**src/include/ctrl_config.svh**
```systemverilog
// widths, opcode values and the bubble word of the control path; include before use
`ifndef CTRL_CONFIG_SVH
`define CTRL_CONFIG_SVH

// datapath and field widths
`define CTRL_XLEN      32
`define CTRL_REG_AW    5
`define CTRL_OPC_W     6

// nop opcode with bit 16 set marks a bubble
`define CTRL_NOP_WORD  32'h1541_0000
// jal and jalr write the return address here
`define CTRL_LINK_REG  5'd9

////////////////////////////////////////////////////////////////////////////
// major opcodes, instruction bits 31:26
////////////////////////////////////////////////////////////////////////////
`define CTRL_OPC_J        6'h00
`define CTRL_OPC_JAL      6'h01
`define CTRL_OPC_BNF      6'h03
`define CTRL_OPC_BF       6'h04
`define CTRL_OPC_NOP      6'h05
`define CTRL_OPC_MOVHI    6'h06
`define CTRL_OPC_XSYNC    6'h08
`define CTRL_OPC_RFE      6'h09
`define CTRL_OPC_JR       6'h11
`define CTRL_OPC_JALR     6'h12
`define CTRL_OPC_LWZ      6'h21
`define CTRL_OPC_LWS      6'h22
`define CTRL_OPC_LBZ      6'h23
`define CTRL_OPC_LBS      6'h24
`define CTRL_OPC_LHZ      6'h25
`define CTRL_OPC_LHS      6'h26
`define CTRL_OPC_ADDI     6'h27
`define CTRL_OPC_ADDIC    6'h28
`define CTRL_OPC_ANDI     6'h29
`define CTRL_OPC_ORI      6'h2a
`define CTRL_OPC_XORI     6'h2b
`define CTRL_OPC_MFSPR    6'h2d
`define CTRL_OPC_SH_ROTI  6'h2e
`define CTRL_OPC_SFXXI    6'h2f
`define CTRL_OPC_MTSPR    6'h30
`define CTRL_OPC_SW       6'h35
`define CTRL_OPC_SB       6'h36
`define CTRL_OPC_SH       6'h37
`define CTRL_OPC_ALU      6'h38
`define CTRL_OPC_SFXX     6'h39

`endif

```
**src/source/ctrl_pkg.sv**
```systemverilog
// instruction formats and operation encodings shared by every control path stage
`include "ctrl_config.svh"

package ctrl_pkg;

	////////////////////////////////////////////////////////////////////////////
	// instruction word views
	////////////////////////////////////////////////////////////////////////////

	// immediate form, also used for jumps and branches
	typedef struct packed {
		logic [`CTRL_OPC_W-1:0]  opcode;
		logic [`CTRL_REG_AW-1:0] rd;
		logic [`CTRL_REG_AW-1:0] ra;
		logic [15:0]             imm;
	} insn_imm_t;

	// low 11 bits of the register form
	typedef struct packed {
		logic       rsv_hi;
		logic [3:0] alu_op2;
		logic       rsv_lo;
		logic [4:0] alu_sub;
	} insn_low_t;

	// register form; stores split their offset over rd and low
	typedef struct packed {
		logic [`CTRL_OPC_W-1:0]  opcode;
		logic [`CTRL_REG_AW-1:0] rd;
		logic [`CTRL_REG_AW-1:0] ra;
		logic [`CTRL_REG_AW-1:0] rb;
		insn_low_t               low;
	} insn_reg_t;

	typedef union packed {
		insn_imm_t itype;
		insn_reg_t rtype;
	} insn_t;

	////////////////////////////////////////////////////////////////////////////
	// operation encodings
	////////////////////////////////////////////////////////////////////////////

	typedef enum logic [2:0] {
		BR_NOP = 3'd0,
		BR_J   = 3'd1,
		BR_JR  = 3'd2,
		BR_BF  = 3'd4,
		BR_BNF = 3'd5,
		BR_RFE = 3'd6
	} branch_op_e;

	// bit 3 marks a store
	typedef enum logic [3:0] {
		LSU_NOP = 4'b0000,
		LSU_LBZ = 4'b0010,
		LSU_LBS = 4'b0011,
		LSU_LHZ = 4'b0100,
		LSU_LHS = 4'b0101,
		LSU_LWZ = 4'b0110,
		LSU_LWS = 4'b0111,
		LSU_SB  = 4'b1010,
		LSU_SH  = 4'b1100,
		LSU_SW  = 4'b1110
	} lsu_op_e;

	// low values match the alu sub-op field
	typedef enum logic [4:0] {
		ALU_ADD   = 5'd0,
		ALU_ADDC  = 5'd1,
		ALU_SUB   = 5'd2,
		ALU_AND   = 5'd3,
		ALU_OR    = 5'd4,
		ALU_XOR   = 5'd5,
		ALU_MUL   = 5'd6,
		ALU_SHROT = 5'd8,
		ALU_DIV   = 5'd9,
		ALU_DIVU  = 5'd10,
		ALU_MULU  = 5'd11,
		ALU_EXTHB = 5'd12,
		ALU_EXTW  = 5'd13,
		ALU_CMOV  = 5'd14,
		ALU_FFL1  = 5'd15,
		ALU_MOVHI = 5'd16,
		ALU_COMP  = 5'd17,
		ALU_NOP   = 5'd31
	} alu_op_e;

	typedef enum logic [1:0] {
		RFWB_ALU  = 2'd0,
		RFWB_LR   = 2'd1,
		RFWB_SPRS = 2'd2,
		RFWB_LSU  = 2'd3
	} rfwb_src_e;

	// we sits in bit 0
	typedef struct packed {
		rfwb_src_e src;
		logic      we;
	} rfwb_op_t;

	typedef enum logic [1:0] {
		SEL_RF      = 2'd0,
		SEL_IMM     = 2'd1,
		SEL_EX_FORW = 2'd2,
		SEL_WB_FORW = 2'd3
	} sel_e;

	// registered controls of the execute stage
	typedef struct packed {
		alu_op_e                 alu_op;
		logic [3:0]              alu_op2;
		logic [3:0]              comp_op;
		rfwb_op_t                rfwb_op;
		logic [`CTRL_REG_AW-1:0] rf_addrw;
		logic                    spr_read;
		logic                    spr_write;
		logic                    sig_syscall;
		logic                    sig_trap;
		logic                    except_illegal;
		branch_op_e              ex_branch_op;
	} ex_ctrl_t;

endpackage

```
**src/source/id_decode.sv**
```systemverilog
// decode stage: latches the fetched word, decodes branch, immediate and lsu op
`timescale 1ns/1ns
`include "ctrl_config.svh"

module id_decode (
	input  logic                    clk,
	input  logic                    rst_n,
	input  ctrl_pkg::insn_t         if_insn,
	input  logic [`CTRL_XLEN-1:0]   id_pc,
	input  logic                    id_freeze,
	input  logic                    flush,
	output ctrl_pkg::insn_t         id_insn,
	output ctrl_pkg::branch_op_e    id_branch_op,
	output logic                    sel_imm,
	output logic [`CTRL_XLEN-1:0]   id_simm,
	output ctrl_pkg::lsu_op_e       id_lsu_op,
	output logic [31:2]             id_branch_addrtarget,
	output logic [`CTRL_REG_AW-1:0] rf_addra,
	output logic [`CTRL_REG_AW-1:0] rf_addrb,
	output logic                    rf_rda,
	output logic                    rf_rdb
);
	import ctrl_pkg::*;

	branch_op_e branch_d;
	logic       sel_imm_d;

	// register file reads start in fetch
	assign rf_addra = if_insn.itype.ra;
	assign rf_addrb = if_insn.rtype.rb;
	assign rf_rda   = if_insn[31];
	assign rf_rdb   = if_insn[30];

	////////////////////////////////////////////////////////////////////////////
	// fetch word predecode
	////////////////////////////////////////////////////////////////////////////

	always_comb begin
		case (if_insn.itype.opcode)
			`CTRL_OPC_J, `CTRL_OPC_JAL: branch_d = BR_J;
			`CTRL_OPC_JR, `CTRL_OPC_JALR: branch_d = BR_JR;
			`CTRL_OPC_BNF: branch_d = BR_BNF;
			`CTRL_OPC_BF: branch_d = BR_BF;
			`CTRL_OPC_RFE: branch_d = BR_RFE;
			default: branch_d = BR_NOP;
		endcase
	end

	// operand b is the immediate unless the word is register form
	always_comb begin
		case (if_insn.itype.opcode)
			`CTRL_OPC_JALR, `CTRL_OPC_JR, `CTRL_OPC_RFE,
			`CTRL_OPC_MFSPR, `CTRL_OPC_MTSPR, `CTRL_OPC_XSYNC,
			`CTRL_OPC_SW, `CTRL_OPC_SB, `CTRL_OPC_SH,
			`CTRL_OPC_ALU, `CTRL_OPC_SFXX, `CTRL_OPC_NOP:
				sel_imm_d = 1'b0;
			default:
				sel_imm_d = 1'b1;
		endcase
	end

	// id latch, flush wins over freeze
	always_ff @(posedge clk or negedge rst_n) begin
		if (!rst_n) begin
			id_insn      <= `CTRL_NOP_WORD;
			id_branch_op <= BR_NOP;
			sel_imm      <= 1'b0;
		end else if (flush) begin
			id_insn      <= `CTRL_NOP_WORD;
			id_branch_op <= BR_NOP;
			sel_imm      <= 1'b0;
		end else if (!id_freeze) begin
			id_insn      <= if_insn;
			id_branch_op <= branch_d;
			sel_imm      <= sel_imm_d;
		end
	end

	////////////////////////////////////////////////////////////////////////////
	// immediate extension and branch target
	////////////////////////////////////////////////////////////////////////////

	always_comb begin
		case (id_insn.itype.opcode)
			// arithmetic, loads and compares take a signed offset
			`CTRL_OPC_ADDI, `CTRL_OPC_ADDIC, `CTRL_OPC_XORI, `CTRL_OPC_SFXXI,
			`CTRL_OPC_LWZ, `CTRL_OPC_LWS, `CTRL_OPC_LBZ,
			`CTRL_OPC_LBS, `CTRL_OPC_LHZ, `CTRL_OPC_LHS:
				id_simm = {{16{id_insn.itype.imm[15]}}, id_insn.itype.imm};
			// store offset split across rd and low bits
			`CTRL_OPC_SW, `CTRL_OPC_SB, `CTRL_OPC_SH:
				id_simm = {{16{id_insn.rtype.rd[4]}}, id_insn.rtype.rd, id_insn.rtype.low};
			// spr number, same split, unsigned
			`CTRL_OPC_MTSPR:
				id_simm = {16'b0, id_insn.rtype.rd, id_insn.rtype.low};
			default:
				id_simm = {16'b0, id_insn.itype.imm};
		endcase
	end

	// word offset plus pc, both in word units
	assign id_branch_addrtarget = {{4{id_insn[25]}}, id_insn[25:0]} + id_pc[31:2];

	always_comb begin
		case (id_insn.itype.opcode)
			`CTRL_OPC_LWZ: id_lsu_op = LSU_LWZ;
			`CTRL_OPC_LWS: id_lsu_op = LSU_LWS;
			`CTRL_OPC_LBZ: id_lsu_op = LSU_LBZ;
			`CTRL_OPC_LBS: id_lsu_op = LSU_LBS;
			`CTRL_OPC_LHZ: id_lsu_op = LSU_LHZ;
			`CTRL_OPC_LHS: id_lsu_op = LSU_LHS;
			`CTRL_OPC_SW: id_lsu_op = LSU_SW;
			`CTRL_OPC_SB: id_lsu_op = LSU_SB;
			`CTRL_OPC_SH: id_lsu_op = LSU_SH;
			default: id_lsu_op = LSU_NOP;
		endcase
	end

	// flush leaves a bubble in id on the next cycle
	a_flush_nop: assert property (@(posedge clk) disable iff (!rst_n)
		flush |=> (id_insn == `CTRL_NOP_WORD) && (id_branch_op == BR_NOP));

endmodule

```
**src/source/ex_control.sv**
```systemverilog
// execute stage: latches the decode word and registers its execute controls
`timescale 1ns/1ns
`include "ctrl_config.svh"

module ex_control (
	input  logic                 clk,
	input  logic                 rst_n,
	input  ctrl_pkg::insn_t      id_insn,
	input  ctrl_pkg::branch_op_e id_branch_op,
	input  logic [31:2]          id_branch_addrtarget,
	input  logic                 id_freeze,
	input  logic                 ex_freeze,
	input  logic                 flush,
	input  logic                 du_hwbkpt,
	output ctrl_pkg::insn_t      ex_insn,
	output ctrl_pkg::ex_ctrl_t   ex_ctrl,
	output logic [31:2]          ex_branch_addrtarget,
	output logic                 rfe
);
	import ctrl_pkg::*;

	// idle controls, loaded at reset and on a bubble
	localparam ex_ctrl_t EX_CTRL_NOP = '{
		alu_op: ALU_NOP,
		alu_op2: 4'd0,
		comp_op: 4'd0,
		rfwb_op: '{src: RFWB_ALU, we: 1'b0},
		rf_addrw: '0,
		spr_read: 1'b0,
		spr_write: 1'b0,
		sig_syscall: 1'b0,
		sig_trap: 1'b0,
		except_illegal: 1'b0,
		ex_branch_op: BR_NOP
	};

	ex_ctrl_t ctrl_d;
	logic     bubble;
	logic [4:0] alu_sub;

	// id held while ex moves on, or the pipe is flushed
	assign bubble  = flush | (id_freeze & ~ex_freeze);
	assign alu_sub = id_insn.rtype.low.alu_sub;

	////////////////////////////////////////////////////////////////////////////
	// execute control decode
	////////////////////////////////////////////////////////////////////////////

	always_comb begin
		ctrl_d = EX_CTRL_NOP;
		ctrl_d.alu_op2 = id_insn.rtype.low.alu_op2;
		// compare condition in bits 24:21
		ctrl_d.comp_op = id_insn.itype.rd[3:0];
		ctrl_d.rf_addrw = id_insn.itype.rd;
		ctrl_d.ex_branch_op = id_branch_op;
		// xsync sub-field: 000 is sys, 010 is trap
		ctrl_d.sig_syscall = (id_insn[31:23] == {`CTRL_OPC_XSYNC, 3'b000});
		ctrl_d.sig_trap = (id_insn[31:23] == {`CTRL_OPC_XSYNC, 3'b010}) | du_hwbkpt;
		case (id_insn.itype.opcode)
			`CTRL_OPC_J, `CTRL_OPC_JR, `CTRL_OPC_BNF, `CTRL_OPC_BF,
			`CTRL_OPC_RFE, `CTRL_OPC_XSYNC, `CTRL_OPC_NOP,
			`CTRL_OPC_SW, `CTRL_OPC_SB, `CTRL_OPC_SH: begin
				ctrl_d.except_illegal = 1'b0;
			end
			// return address goes to the link register
			`CTRL_OPC_JAL, `CTRL_OPC_JALR: begin
				ctrl_d.rf_addrw = `CTRL_LINK_REG;
				ctrl_d.rfwb_op = '{src: RFWB_LR, we: 1'b1};
			end
			`CTRL_OPC_MOVHI: begin
				ctrl_d.alu_op = ALU_MOVHI;
				ctrl_d.rfwb_op = '{src: RFWB_ALU, we: 1'b1};
			end
			`CTRL_OPC_MFSPR: begin
				ctrl_d.spr_read = 1'b1;
				ctrl_d.rfwb_op = '{src: RFWB_SPRS, we: 1'b1};
			end
			`CTRL_OPC_MTSPR: begin
				ctrl_d.spr_write = 1'b1;
			end
			`CTRL_OPC_LWZ, `CTRL_OPC_LWS, `CTRL_OPC_LBZ,
			`CTRL_OPC_LBS, `CTRL_OPC_LHZ, `CTRL_OPC_LHS: begin
				ctrl_d.rfwb_op = '{src: RFWB_LSU, we: 1'b1};
			end
			`CTRL_OPC_ADDI, `CTRL_OPC_ADDIC, `CTRL_OPC_ANDI,
			`CTRL_OPC_ORI, `CTRL_OPC_XORI, `CTRL_OPC_SH_ROTI: begin
				ctrl_d.rfwb_op = '{src: RFWB_ALU, we: 1'b1};
				case (id_insn.itype.opcode)
					`CTRL_OPC_ADDI: ctrl_d.alu_op = ALU_ADD;
					`CTRL_OPC_ADDIC: ctrl_d.alu_op = ALU_ADDC;
					`CTRL_OPC_ANDI: ctrl_d.alu_op = ALU_AND;
					`CTRL_OPC_ORI: ctrl_d.alu_op = ALU_OR;
					`CTRL_OPC_XORI: ctrl_d.alu_op = ALU_XOR;
					default: ctrl_d.alu_op = ALU_SHROT;
				endcase
			end
			`CTRL_OPC_SFXX, `CTRL_OPC_SFXXI: begin
				ctrl_d.alu_op = ALU_COMP;
			end
			// register form, op comes from the low sub-op bits
			`CTRL_OPC_ALU: begin
				ctrl_d.alu_op = alu_op_e'({1'b0, alu_sub[3:0]});
				ctrl_d.rfwb_op = '{src: RFWB_ALU, we: 1'b1};
				// no multiplier or divider in this core
				ctrl_d.except_illegal = (alu_sub == ALU_MUL) | (alu_sub == ALU_MULU) |
					(alu_sub == ALU_DIV) | (alu_sub == ALU_DIVU);
			end
			default: begin
				ctrl_d.except_illegal = 1'b1;
			end
		endcase
	end

	////////////////////////////////////////////////////////////////////////////
	// ex registers
	////////////////////////////////////////////////////////////////////////////

	always_ff @(posedge clk or negedge rst_n) begin
		if (!rst_n) begin
			ex_insn <= `CTRL_NOP_WORD;
			ex_ctrl <= EX_CTRL_NOP;
		end else if (bubble) begin
			ex_insn <= `CTRL_NOP_WORD;
			ex_ctrl <= EX_CTRL_NOP;
		end else if (!ex_freeze) begin
			ex_insn <= id_insn;
			ex_ctrl <= ctrl_d;
		end
	end

	// target only follows the freeze
	always_ff @(posedge clk) begin
		if (!ex_freeze)
			ex_branch_addrtarget <= id_branch_addrtarget;
	end

	// rfe seen in either stage
	assign rfe = (id_branch_op == BR_RFE) | (ex_ctrl.ex_branch_op == BR_RFE);

	a_bubble_nop: assert property (@(posedge clk) disable iff (!rst_n)
		bubble |=> (ex_insn == `CTRL_NOP_WORD) && (ex_ctrl.alu_op == ALU_NOP));

endmodule

```
**src/source/wb_forward.sv**
```systemverilog
// result stage that tracks the writeback word and selects operand sources with forwarding
`timescale 1ns/1ns
`include "ctrl_config.svh"

module wb_forward (
	input  logic               clk,
	input  logic               rst_n,
	input  logic               wb_freeze,
	input  logic               wbforw_valid,
	input  ctrl_pkg::insn_t    ex_insn,
	input  ctrl_pkg::insn_t    id_insn,
	input  logic               sel_imm,
	input  ctrl_pkg::ex_ctrl_t ex_ctrl,
	output ctrl_pkg::insn_t    wb_insn,
	output ctrl_pkg::sel_e     sel_a,
	output ctrl_pkg::sel_e     sel_b
);
	import ctrl_pkg::*;

	logic [`CTRL_REG_AW-1:0] wb_rfaddrw;

	// wb follows ex and ignores flush
	always_ff @(posedge clk or negedge rst_n) begin
		if (!rst_n) begin
			wb_insn    <= `CTRL_NOP_WORD;
			wb_rfaddrw <= '0;
		end else if (!wb_freeze) begin
			wb_insn    <= ex_insn;
			wb_rfaddrw <= ex_ctrl.rf_addrw;
		end
	end

	// ex result first, then wb result, else register file
	function automatic sel_e fwd_sel(input logic [`CTRL_REG_AW-1:0] addr);
		if ((addr == ex_ctrl.rf_addrw) && ex_ctrl.rfwb_op.we)
			return SEL_EX_FORW;
		else if ((addr == wb_rfaddrw) && wbforw_valid)
			return SEL_WB_FORW;
		else
			return SEL_RF;
	endfunction

	always_comb begin
		sel_a = fwd_sel(id_insn.rtype.ra);
		sel_b = sel_imm ? SEL_IMM : fwd_sel(id_insn.rtype.rb);
	end

endmodule

```
**src/source/ctrl_top.sv**
```systemverilog
// control path top: forms the flush and connects decode, execute and result stages
`timescale 1ns/1ns
`include "ctrl_config.svh"

module ctrl_top (
	input  logic                    clk,
	input  logic                    rst_n,
	input  ctrl_pkg::insn_t         if_insn,
	input  logic [`CTRL_XLEN-1:0]   id_pc,
	input  logic                    id_freeze,
	input  logic                    ex_freeze,
	input  logic                    wb_freeze,
	input  logic                    except_flushpipe,
	input  logic                    extend_flush,
	input  logic                    du_flush_pipe,
	input  logic                    pc_we,
	input  logic                    du_hwbkpt,
	input  logic                    wbforw_valid,
	output logic                    flush,
	output ctrl_pkg::insn_t         id_insn,
	output ctrl_pkg::branch_op_e    id_branch_op,
	output logic                    sel_imm,
	output logic [`CTRL_XLEN-1:0]   id_simm,
	output ctrl_pkg::lsu_op_e       id_lsu_op,
	output logic [31:2]             id_branch_addrtarget,
	output logic [`CTRL_REG_AW-1:0] rf_addra,
	output logic [`CTRL_REG_AW-1:0] rf_addrb,
	output logic                    rf_rda,
	output logic                    rf_rdb,
	output ctrl_pkg::insn_t         ex_insn,
	output ctrl_pkg::ex_ctrl_t      ex_ctrl,
	output logic [31:2]             ex_branch_addrtarget,
	output logic                    rfe,
	output ctrl_pkg::insn_t         wb_insn,
	output ctrl_pkg::sel_e          sel_a,
	output ctrl_pkg::sel_e          sel_b
);

	// any redirect or exception empties id and ex
	assign flush = except_flushpipe | pc_we | extend_flush | du_flush_pipe;

	////////////////////////////////////////////////////////////////////////////
	// stages
	////////////////////////////////////////////////////////////////////////////

	id_decode id_decode_inst (
		.clk                 (clk),
		.rst_n               (rst_n),
		.if_insn             (if_insn),
		.id_pc               (id_pc),
		.id_freeze           (id_freeze),
		.flush               (flush),
		.id_insn             (id_insn),
		.id_branch_op        (id_branch_op),
		.sel_imm             (sel_imm),
		.id_simm             (id_simm),
		.id_lsu_op           (id_lsu_op),
		.id_branch_addrtarget(id_branch_addrtarget),
		.rf_addra            (rf_addra),
		.rf_addrb            (rf_addrb),
		.rf_rda              (rf_rda),
		.rf_rdb              (rf_rdb)
	);

	ex_control ex_control_inst (
		.clk                 (clk),
		.rst_n               (rst_n),
		.id_insn             (id_insn),
		.id_branch_op        (id_branch_op),
		.id_branch_addrtarget(id_branch_addrtarget),
		.id_freeze           (id_freeze),
		.ex_freeze           (ex_freeze),
		.flush               (flush),
		.du_hwbkpt           (du_hwbkpt),
		.ex_insn             (ex_insn),
		.ex_ctrl             (ex_ctrl),
		.ex_branch_addrtarget(ex_branch_addrtarget),
		.rfe                 (rfe)
	);

	// forwarding compares the id word against ex and wb destinations
	wb_forward wb_forward_inst (
		.clk         (clk),
		.rst_n       (rst_n),
		.wb_freeze   (wb_freeze),
		.wbforw_valid(wbforw_valid),
		.ex_insn     (ex_insn),
		.id_insn     (id_insn),
		.sel_imm     (sel_imm),
		.ex_ctrl     (ex_ctrl),
		.wb_insn     (wb_insn),
		.sel_a       (sel_a),
		.sel_b       (sel_b)
	);

endmodule

```
**config.mk**
```make
export PLATFORM = sky130hd
export DESIGN_NAME = ctrl_top
export DESIGN_NICKNAME = d
export VERILOG_FILES = /design/src/source/ctrl_pkg.sv /design/src/source/id_decode.sv /design/src/source/ex_control.sv /design/src/source/wb_forward.sv /design/src/source/ctrl_top.sv
export VERILOG_INCLUDE_DIRS = /design/src /design/src/include
export SDC_FILE = /design/constraint.sdc
export NUM_CORES = 1
export LEC_CHECK = 0
export ABC_AREA = 1
export ABC_CLOCK_PERIOD_IN_PS = 2450
export BUFFER_PORTS_ARGS = -buffer_cell sky130_fd_sc_hd__buf_2
export CAP_MARGIN = 25
export CORE_MARGIN = 2
export CORE_UTILIZATION = 41
export CTS_CLUSTER_SIZE = 12
export DETAILED_ROUTE_END_ITERATION = 7
export GPL_ROUTABILITY_DRIVEN = 0
export PLACE_DENSITY = 0.68
export SLEW_MARGIN = 20
export SYNTH_ARGS = -nofsm -noshare
export SYNTH_HDL_FRONTEND = slang
export SYNTH_SLANG_ARGS = --single-unit
export TNS_END_PERCENT = 20
```
**constraint.sdc**
```tcl
create_clock -name clk -period 2.45 [get_ports clk]
set_clock_uncertainty 0.15 [all_clocks]
set_input_delay 0.1225 -clock clk [delete_from_list [all_inputs] [get_ports clk]]
set_output_delay 0.1225 -clock clk [all_outputs]
set_load 0.03 [all_outputs]
```
==> impl_metrics.tcl, run 1 <==
set metrics [dict create \
    combPwrFrac 0.151 \
    critPathLaunch "id_decode_inst.id_insn[0]" \
    die_y_microns 153 \
    path_cells "ha_4, inv_2, fa_2, inv_2, nand3_2, nand3_4, nand2_2, nand2_2, nand3_2, nand2_2, xor2_4, buf_6" \
    final_max_slew_viol_count 0 \
    cts_max_path_buffers 2 \
    clkSlewWorstSetupHoldPaths_ps 70 \
    io_buffers 315 \
    num_rows 54 \
    nets 1647 \
    syn_area_sq_um 9060 \
    postPlaceCellArea_sq_um 10900 \
    async_flop_share 0.810 \
    hold_depth 4 \
    pwr-share-clk 0.424 \
    irDropWorstVdd_mv 0.406 \
    syn_nets 1289 \
    power.total_mw 6.51 \
    hold_class "in2reg" \
    synth_cell_type_count 39 \
    p_seq_frac 0.425 \
    crit_arrival_ps 2290 \
    drt_first_pass_iters 5 \
    switching_share 0.281 \
    mostFrequentLayoutCells "nand2_1, buf_2, inv_1, dfrtp_1, o21ai_0" \
    rr_startpoint "id_decode_inst.id_insn[0]" \
    setup_viol 20 \
    rsz0062_at_grt "yes" \
    status "finished with violations" \
    slew_headroom 0.507 \
    fin_crit_ps 2560 \
    worst_pin_slew_ps 739 \
    drt.antenna.violating_nets 0 \
    crit_path_max_incr_delay_ps 400 \
    critical_path_class "reg2out" \
    synth-edff-count 30 \
    drt_wl_total_microns 31700 \
    grt_antenna_before_repair 0 \
    crit_path_max_fanout 3 \
    netlist_instances 1184 \
    cts_tree "done" \
    grt_max_degree 54 \
    grt_overflow 0 \
    ys.flop_type "dfrtp_1" \
    powerDensity_nw_per_um2 505 \
    ios 318 \
    net-switching-power_mw 1.83 \
    cts.sinks 158 \
    cts_root_buf "clkbuf_16" \
    cp-start-kind "flip-flop" \
    grt_pass1_wl_microns 47800 \
    violations "negative setup slack" \
    final_common_cell "nand2_1" \
    final_design_area_no_fill_sq_um 12900 \
    final_hold_viol_count 0 \
    cp-end-kind "output port" \
    period_share 1.04 \
    drive_above_1_share 0.371 \
    clock_latency_ps 430 \
    synth.yosys.seq_area_share 0.456 \
    antenna_cells 0 \
    worst_hold_slack_ps 23.2 \
    first_global_vias 9107 \
    area_growth_pct 42.3 \
    drc 0 \
    h-tree-depth 4 \
    min_from "id_freeze" \
    numCtsBuffers 17 \
    via_count 9373 \
    die_area_sq_um 23300 \
    start_util 0.417 \
    ys_seq_elements 158 \
    fmax_mhz 391 \
    design.core.area_sq_um 21800 \
    dp_hpwl_microns 23200 \
    worstPathRequired_ps 2180 \
    internal-power_mw 4.68 \
    wire_per_inst_microns 17.3 \
    setup_slack_ps -108 \
    chipWidth_microns 153 \
    crit_path_top_delay_cell "fa_2" \
    yosysWarnings 0 \
    syn_area_per_cell_sq_um 7.66 \
    rr_worst_depth 12 \
    drv_cap 0 \
    p_leak_nw 6.73 \
    crit_top_cell "nand2_2" \
    avgViaCountPerCell 5.11 \
    grt.total_usage 0.258 \
    drtIter0Drc 603 \
]
## cells in the mapped netlist, types with 2 or more instances
master	number	area, sq um
o21bai_1	3	22.5
ha_1	29	363
nor3_1	11	55.1
nand2_2	5	31.3
xor2_1	20	175
buf_2	5	25.0
nor2_2	2	12.5
nand3_1	48	240
dfrtp_1	108	2700
nor2_1	90	338
clkbuf_1	17	63.8
o22ai_1	38	238
nand4_1	13	81.3
edfxtp_1	30	901
buf_4	46	345
a22oi_1	8	60.1
and2_1	2	12.5
dfstp_2	20	526
inv_1	191	717
o21ai_0	79	395
o31ai_1	2	15.0
o21ai_1	6	30.0
nor2_4	4	45.0
a21oi_1	36	180
xnor2_1	4	35.0
nand2_1	343	1290
o211ai_1	3	22.5
a31oi_1	2	12.5
inv_2	9	33.8
## sequential cells by signal (all words and copies together) (netlist names)
register / flops
ex_control_inst.ex_branch_addrtarget: 30
ex_control_inst.ex_ctrl: 28
ex_control_inst.ex_insn: 27
id_decode_inst.id_branch_op: 3
id_decode_inst.id_insn: 32
id_decode_inst.sel_imm: 1
wb_forward_inst.wb_insn: 32
wb_forward_inst.wb_rfaddrw: 5
## area by class of cell
cell class                      count  area (sq um)
Sequential cell                   158          4150
Fill cell                        1925          8860
Inverter                          200           756
Multi-Input combinational cell    758          4500
Clock inverter                     12           144
Clock buffer                       20           458
Tap cell                          280           350
Timing Repair Buffer              407          2540
## kinds of logic (layout without fill, tap and decap cells)
family / after synthesis / count (layout) / synth area share
flip-flops: 158 / 158 / 0.456
XOR/XNOR: 24 / 24 / 0.0232
AO/OA/AOI/OAI: 182 / 182 / 0.113
adder cells (fa/ha/maj): 30 / 30 / 0.0422
AND/OR/NAND/NOR: 521 / 522 / 0.234
buffers and inverters: 269 / 639 / 0.132
## worst paths after layout
| check | end | slack, ps |
|---|---|---|
| max | id_branch_addrtarget[18] | -110 |
| max reg2reg | ex_control_inst.ex_branch_addrtarget[18] | 300 |
| max in group asynchronous | id_decode_inst.id_insn[0] | 1370 |
| min in group asynchronous | ex_control_inst.ex_ctrl[2] | 70 |
| min reg2reg | wb_forward_inst.wb_insn[9] | 330 |
| min | id_decode_inst.id_insn[24] | 20 |
## per-layer routing
metal	wire (microns)	track usage	share of wire	vias to the layer above
met4	986	0.0961	0.031	0
met5	0	0	0	-
met1	13000	0.327	0.41	4445
met2	15400	0.435	0.49	408
met3	2330	0.0555	0.073	78
li1	-	-	-	4442
## what timing repair did
item                                    in CTS  in global routing
endpoints found under the setup margin      42                 46
cloned                                       0                  1
pin swaps                                   10                 21
gates resized for setup                     97                125
endpoints found under the hold margin      134                  0
hold buffers                                36                  0
buffers inserted                             2                 17
## worst max-delay path: cells and delay by family (launching register included)
kind                     cells  cell delay (ps)
XOR/XNOR                     1              170
adder cells (fa/ha/maj)      2              540
buffers and inverters        3              280
flip-flops                   1              380
AND/OR/NAND/NOR              6              500
## power by group through the flow
| stage | Clock (mW) | Combinational (mW) | Sequential, mW |
|---|---|---|---|
| global route | 2.89 | 1.06 | 2.77 |
| CTS | 2.80 | 0.923 | 2.76 |
| detailed placement | 0 | 0.805 | 2.81 |
| global placement | 0 | 0.796 | 2.81 |
| finish | 2.76 | 0.985 | 2.76 |
| floorplan | 0 | 0.397 | 2.91 |
## through the flow
step | util | instances | setup TNS, ps | setup slack, ps
detailed placement | 0.501 | 1747 | 0 | 48.1
floorplan | - | 1184 | -39.3 | -33.0
CTS | 0.568 | 1817 | -2510 | -144
finish | 0.593 | 1835 | -826 | -108
global placement | 0.501 | 1747 | 0 | 94.9
global route | 0.593 | 1835 | -4230 | -196
Note: power is estimated with default switching activity, not from simulation.
==> run 2: changes to the inputs <==
--- a/config.mk
+++ b/config.mk
@@ -16,6 +16,7 @@
 export DETAILED_ROUTE_END_ITERATION = 7
 export GPL_ROUTABILITY_DRIVEN = 0
 export PLACE_DENSITY = 0.68
+export RECOVER_POWER = 100
 export SLEW_MARGIN = 20
 export SYNTH_ARGS = -nofsm -noshare
 export SYNTH_HDL_FRONTEND = slang
==> run 2 against run 1 <==
The flow finishes with violations (max-capacitance violations, max-slew violations, negative setup slack). Cell count did not move. Non-clock buffer count unchanged. First-iteration DRC count rose by 5.8%. Critical path depth unchanged. Clock-buffer cell count stayed put. Highest routed layer unchanged. Fmax about the same. Wire length barely moved. Critical endpoint unchanged. Die area stayed put. Combinational power shrank 2.5%. Clock power is essentially flat. Via count grew 0.58%. Register-to-register slack about the same.
==> impl_metrics.tcl, run 2 (synthesized netlist as in run 1, its figures left out) <==
set metrics [dict create \
    final_common_cell "nand2_1" \
    clock_latency_ps 430 \
    p_leak_nw 6.10 \
    dp.cells 1747 \
    crit_arrival_ps 2280 \
    fin_crit_ps 2560 \
    drc 0 \
    slew_headroom -0.187 \
    area_growth_pct 39.2 \
    die_y_microns 153 \
    cp-start-kind "flip-flop" \
    largestRegisters "id_decode_inst.id_insn (32), wb_forward_inst.wb_insn (32), ex_control_inst.ex_branch_addrtarget (30)" \
    hold_depth 4 \
    worstPathRequired_ps 2180 \
    crit_path_max_fanout 3 \
    pwr-share-clk 0.426 \
    cts.sinks 158 \
    stdcell_count 1835 \
    final_hold_viol_count 0 \
    numCtsBuffers 17 \
    critical_path_class "reg2out" \
    fmax_mhz 391 \
    wire_per_inst_microns 17.3 \
    final_design_area_no_fill_sq_um 12600 \
    drtIter0Drc 638 \
    num_rows 54 \
    design.core.area_sq_um 21800 \
    h-tree-depth 4 \
    drt_first_pass_iters 5 \
    irDropWorstVdd_mv 0.405 \
    antenna_cells 0 \
    internal-power_mw 4.66 \
    p_seq_frac 0.426 \
    grt.total_usage 0.258 \
    grt_max_degree 54 \
    via_count 9427 \
    clkSlewWorstSetupHoldPaths_ps 70 \
    ios 318 \
    start_util 0.417 \
    power.total_mw 6.49 \
    drt_wl_total_microns 31700 \
    avgViaCountPerCell 5.14 \
    rr_worst_depth 12 \
    final_max_slew_viol_count 74 \
    first_global_vias 9107 \
    drive_above_1_share 0.255 \
    cp-end-kind "output port" \
    violations "max-capacitance violations, max-slew violations, negative setup slack" \
    cts_root_buf "clkbuf_16" \
    mostFrequentLayoutCells "nand2_1, inv_1, clkbuf_1, buf_2, dfrtp_1" \
    net-switching-power_mw 1.83 \
    hold_class "in2reg" \
    die_area_sq_um 23300 \
    final_util 0.580 \
    grt_pass1_wl_microns 47800 \
    nets 1647 \
    combPwrFrac 0.148 \
    drv_cap 2 \
    powerDensity_nw_per_um2 514 \
    setup_slack_ps -107 \
    drt.antenna.violating_nets 0 \
    postPlaceCellArea_sq_um 10900 \
    switching_share 0.282 \
    worst_pin_slew_ps 1780 \
    grt_overflow 0 \
    io_buffers 315 \
    cts_max_path_buffers 2 \
    period_share 1.04 \
    dp_hpwl_microns 23200 \
    rsz0062_at_grt "yes" \
    status "finished with violations" \
    cts_tree "done" \
    chipWidth_microns 153 \
    setup_viol 20 \
    grt_antenna_before_repair 0 \
]
[run 2: changes by cell type in the layout (fill, tap and decap cells not counted), moves of 2 or more]
cell,previous run,this run
clkbuf_2,0,4
nor2_4,9,7
buf_4,61,53
dfrtp_1,95,99
dfrtp_2,13,9
buf_2,284,118
clkbuf_1,2,173
nor2_1,66,68
[run 2: per-layer routing]
| metal | vias to the layer above | GRT usage | part of all wire |
|---|---|---|---|
| met5 | - | 0 | 0 |
| met4 | 0 | 0.0961 | 0.031 |
| met3 | 75 | 0.0555 | 0.072 |
| met2 | 417 | 0.435 | 0.49 |
| met1 | 4500 | 0.327 | 0.41 |
| li1 | 4435 | - | - |
[run 2: path summary, 6_finish.rpt]
path	end	slack [ps]	start
max	id_branch_addrtarget[18]	-110	id_decode_inst.id_insn[0]
min	id_decode_inst.id_insn[24]	60	id_freeze
max reg2reg	ex_control_inst.ex_branch_addrtarget[18]	300	id_decode_inst.id_insn[0]
min reg2reg	wb_forward_inst.wb_insn[9]	330	wb_forward_inst.wb_insn[9]
max in group asynchronous	id_decode_inst.id_insn[15]	280	rst_n
min in group asynchronous	id_decode_inst.id_branch_op[0]	420	rst_n
[run 2: timing repair]
item / in CTS / in global routing
hold endpoints to repair: 134 / 0
pin swaps: 10 / 21
hold buffers: 36 / 0
setup buffers: 2 / 17
cloned: 0 / 1
gates resized for setup: 97 / 125
endpoints found under the setup margin: 42 / 46
[run 2: area by class of cell]
| class | count | area (sq um) |
|---|---|---|
| Clock buffer | 20 | 458 |
| Clock inverter | 12 | 144 |
| Fill cell | 2033 | 9140 |
| Inverter | 200 | 756 |
| Multi-Input combinational cell | 758 | 4490 |
| Sequential cell | 158 | 4140 |
| Tap cell | 280 | 350 |
| Timing Repair Buffer | 407 | 2290 |
[run 2: stage by stage]
| stage | setup WS (ps) | TNS, ps | hold WS, ps |
|---|---|---|---|
| after floorplan | -33.0 | -39.3 | -323 |
| after global placement | 94.9 | 0 | -30.8 |
| after detailed placement | 48.1 | 0 | -24.8 |
| after CTS | -144 | -2510 | 4.45 |
| after global routing | -196 | -6450 | 61.1 |
| final | -107 | -903 | 61.2 |
[run 2: critical path, stage by stage, from the launching register on]
cell and delay (ps):
dfrtp_2 380, ha_4 140, inv_2 30, fa_2 400, inv_2 100, nand3_2 80
nand3_4 90, nand2_2 60, nand2_2 90, nand3_2 70, nand2_2 100, xor2_4 170
buf_6 150
[run 2: power groups by stage]
stage | clock, mW | sequential, mW | combinational [mW]
6_report | 2.76 | 2.77 | 0.960
4_1_cts | 2.80 | 2.76 | 0.923
2_1_floorplan | 0 | 2.91 | 0.397
5_1_grt | 2.89 | 2.77 | 1.03
3_5_place_dp | 0 | 2.81 | 0.805
3_3_place_gp | 0 | 2.81 | 0.796
==> run 3: changes to the inputs <==
--- a/config.mk
+++ b/config.mk
@@ -10,11 +10,13 @@
 export ABC_CLOCK_PERIOD_IN_PS = 2450
 export BUFFER_PORTS_ARGS = -buffer_cell sky130_fd_sc_hd__buf_2
 export CAP_MARGIN = 25
-export CORE_MARGIN = 2
+export CORE_MARGIN = 3
 export CORE_UTILIZATION = 41
 export CTS_CLUSTER_SIZE = 12
 export DETAILED_ROUTE_END_ITERATION = 7
 export GPL_ROUTABILITY_DRIVEN = 0
+export HOLD_SLACK_MARGIN = 0.08
+export MAX_ROUTING_LAYER = met4
 export PLACE_DENSITY = 0.68
 export RECOVER_POWER = 100
 export SLEW_MARGIN = 20
==> run 3 against run 2 <==
The flow still finishes with violations (max-capacitance violations, max-slew violations, negative setup slack). Die area grew 2.6%. Cell count grew 0.93%. Non-clock buffer count grew 22. Sequential share of layout area shrank 0.80 points. Global-route usage grew 0.89 points. Clock power is essentially flat. Worst setup slack lost 3.9 ps. Fmax shrank 0.15%. Via count grew 1.8%. Critical endpoint is now id_branch_addrtarget[24]. Largest cell class unchanged. Highest routed layer unchanged.
==> impl_metrics.tcl, run 3 (synthesized netlist as in run 1, its figures left out) <==
set metrics [dict create \
    drt_first_pass_iters 6 \
    fin_crit_ps 2560 \
    final_design_area_no_fill_sq_um 13000 \
    setup_tns_ps -949 \
    stdcell_count 1852 \
    crit_arrival_ps 2290 \
    period_share 1.05 \
    hold_class "in2reg" \
    numCtsBuffers 17 \
    grt_antenna_before_repair 0 \
    violations "max-capacitance violations, max-slew violations, negative setup slack" \
    final_max_slew_viol_count 31 \
    die_area_sq_um 23900 \
    wire_per_inst_microns 17.7 \
    drv_cap 1 \
    setup_viol 20 \
    grt_overflow 0 \
    clock_latency_ps 430 \
    slew_headroom -0.146 \
    cts_tree "done" \
    setup_slack_ps -111 \
    antenna_cells 0 \
    design.core.area_sq_um 21400 \
    postPlaceCellArea_sq_um 10900 \
    dp.cells 1738 \
    avgViaCountPerCell 5.18 \
    critical_path_class "reg2out" \
    grt_pass1_wl_microns 49100 \
    drc 0 \
    fillers 1927 \
    cts_max_path_buffers 2 \
    dp_hpwl_microns 23300 \
    cp-end-kind "output port" \
    worst_hold_slack_ps 103 \
    grt_max_degree 59 \
    h-tree-depth 4 \
    rsz0062_at_grt "yes" \
    drt.antenna.violating_nets 0 \
    final_common_cell "nand2_1" \
    seq_area_sq_um 4150 \
    mostFrequentLayoutCells "nand2_1, inv_1, clkbuf_1, buf_2, dfrtp_1" \
    cts.sinks 158 \
    fmax_mhz 391 \
    drt_wl_total_microns 32700 \
    multi_input_area_sq_um 4580 \
    via_count 9601 \
    dpl_worst_slack_ps 61.6 \
    first_global_vias 9229 \
    worstPathRequired_ps 2180 \
    die_y_microns 155 \
    crit_path_max_fanout 4 \
    start_util 0.424 \
    largestRegisters "id_decode_inst.id_insn (32), wb_forward_inst.wb_insn (32), ex_control_inst.ex_branch_addrtarget (30)" \
    irDropWorstVdd_mv 0.421 \
    powerDensity_nw_per_um2 504 \
    worst_pin_slew_ps 1720 \
    ios 318 \
    chipWidth_microns 155 \
    area_growth_pct 43.0 \
    final_hold_viol_count 0 \
    io_buffers 315 \
    cp-start-kind "flip-flop" \
    drtIter0Drc 643 \
    num_rows 53 \
    nets 1669 \
    drive_above_1_share 0.265 \
    cts_root_buf "clkbuf_16" \
    p_leak_nw 6.15 \
    clkSlewWorstSetupHoldPaths_ps 70 \
    grt.total_usage 0.267 \
    status "finished with violations" \
]
==> run 3: final timing paths <==
kind,startpoint,to,slack [ps],depth (start not counted)
setup / recovery,id_decode_inst.id_insn[16],id_branch_addrtarget[24],-110,10
max in group asynchronous,rst_n,id_decode_inst.id_insn[20],340,3
hold / removal,id_pc[29],ex_control_inst.ex_branch_addrtarget[29],100,4
min in group asynchronous,rst_n,wb_forward_inst.wb_insn[25],420,2
hold reg to reg,wb_forward_inst.wb_insn[13],wb_forward_inst.wb_insn[13],340,2
setup reg to reg,id_decode_inst.id_insn[4],ex_control_inst.ex_branch_addrtarget[7],110,8
==> run 3: metrics by stage <==
stage	power (mW)	util
after floorplan	3.31	-
after global placement	3.60	0.509
after detailed placement	3.61	0.509
after CTS	6.54	0.594
after global routing	6.79	0.607
final	6.53	0.607
==> run 3: layout make-up <==
cell class	count	share of cell area
Multi-Input combinational cell	758	0.353
Tap cell	275	0.0265
Inverter	200	0.0588
Timing Repair Buffer	429	0.194
Clock buffer	18	0.0347
Sequential cell	158	0.320
Clock inverter	14	0.0125
==> run 3: power breakdown <==
group / switching, mW / leakage, nW / internal, mW / total [mW]
sequential: 0.0231 / 1.99 / 2.74 / 2.77
clock: 1.24 / 0.304 / 1.52 / 2.77
combinational: 0.652 / 3.86 / 0.348 / 1.00
total: 1.92 / 6.15 / 4.61 / 6.53
==> run 3: routing by layer <==
metal | GRT usage | up-vias | share of wire
met4 | 0.0917 | 0 | 0.034
li1 | - | 4505 | -
met1 | 0.333 | 4493 | 0.38
met5 | - | - | 0
met2 | 0.441 | 507 | 0.50
met3 | 0.0478 | 96 | 0.081
==> run 3: worst max-delay path, cell delays in order, from the launching register on <==
cell     delay, ps
dfstp_2        560
ha_4           230
nand2_2        110
inv_1           80
a21oi_4        170
nor2_1          90
nor2_2         200
nand3_1        100
nand2_1         70
nand2_1         70
buf_4          170
==> run 3: repair_timing <==
action / 4_1_cts / 5_1_grt
gates resized for setup: 124 / 130
hold buffers: 55 / 0
setup buffers: 5 / 21
gates cloned: 0 / 1
setup endpoints to repair: 41 / 48
pin swaps: 17 / 36
endpoints found under the hold margin: 186 / 0
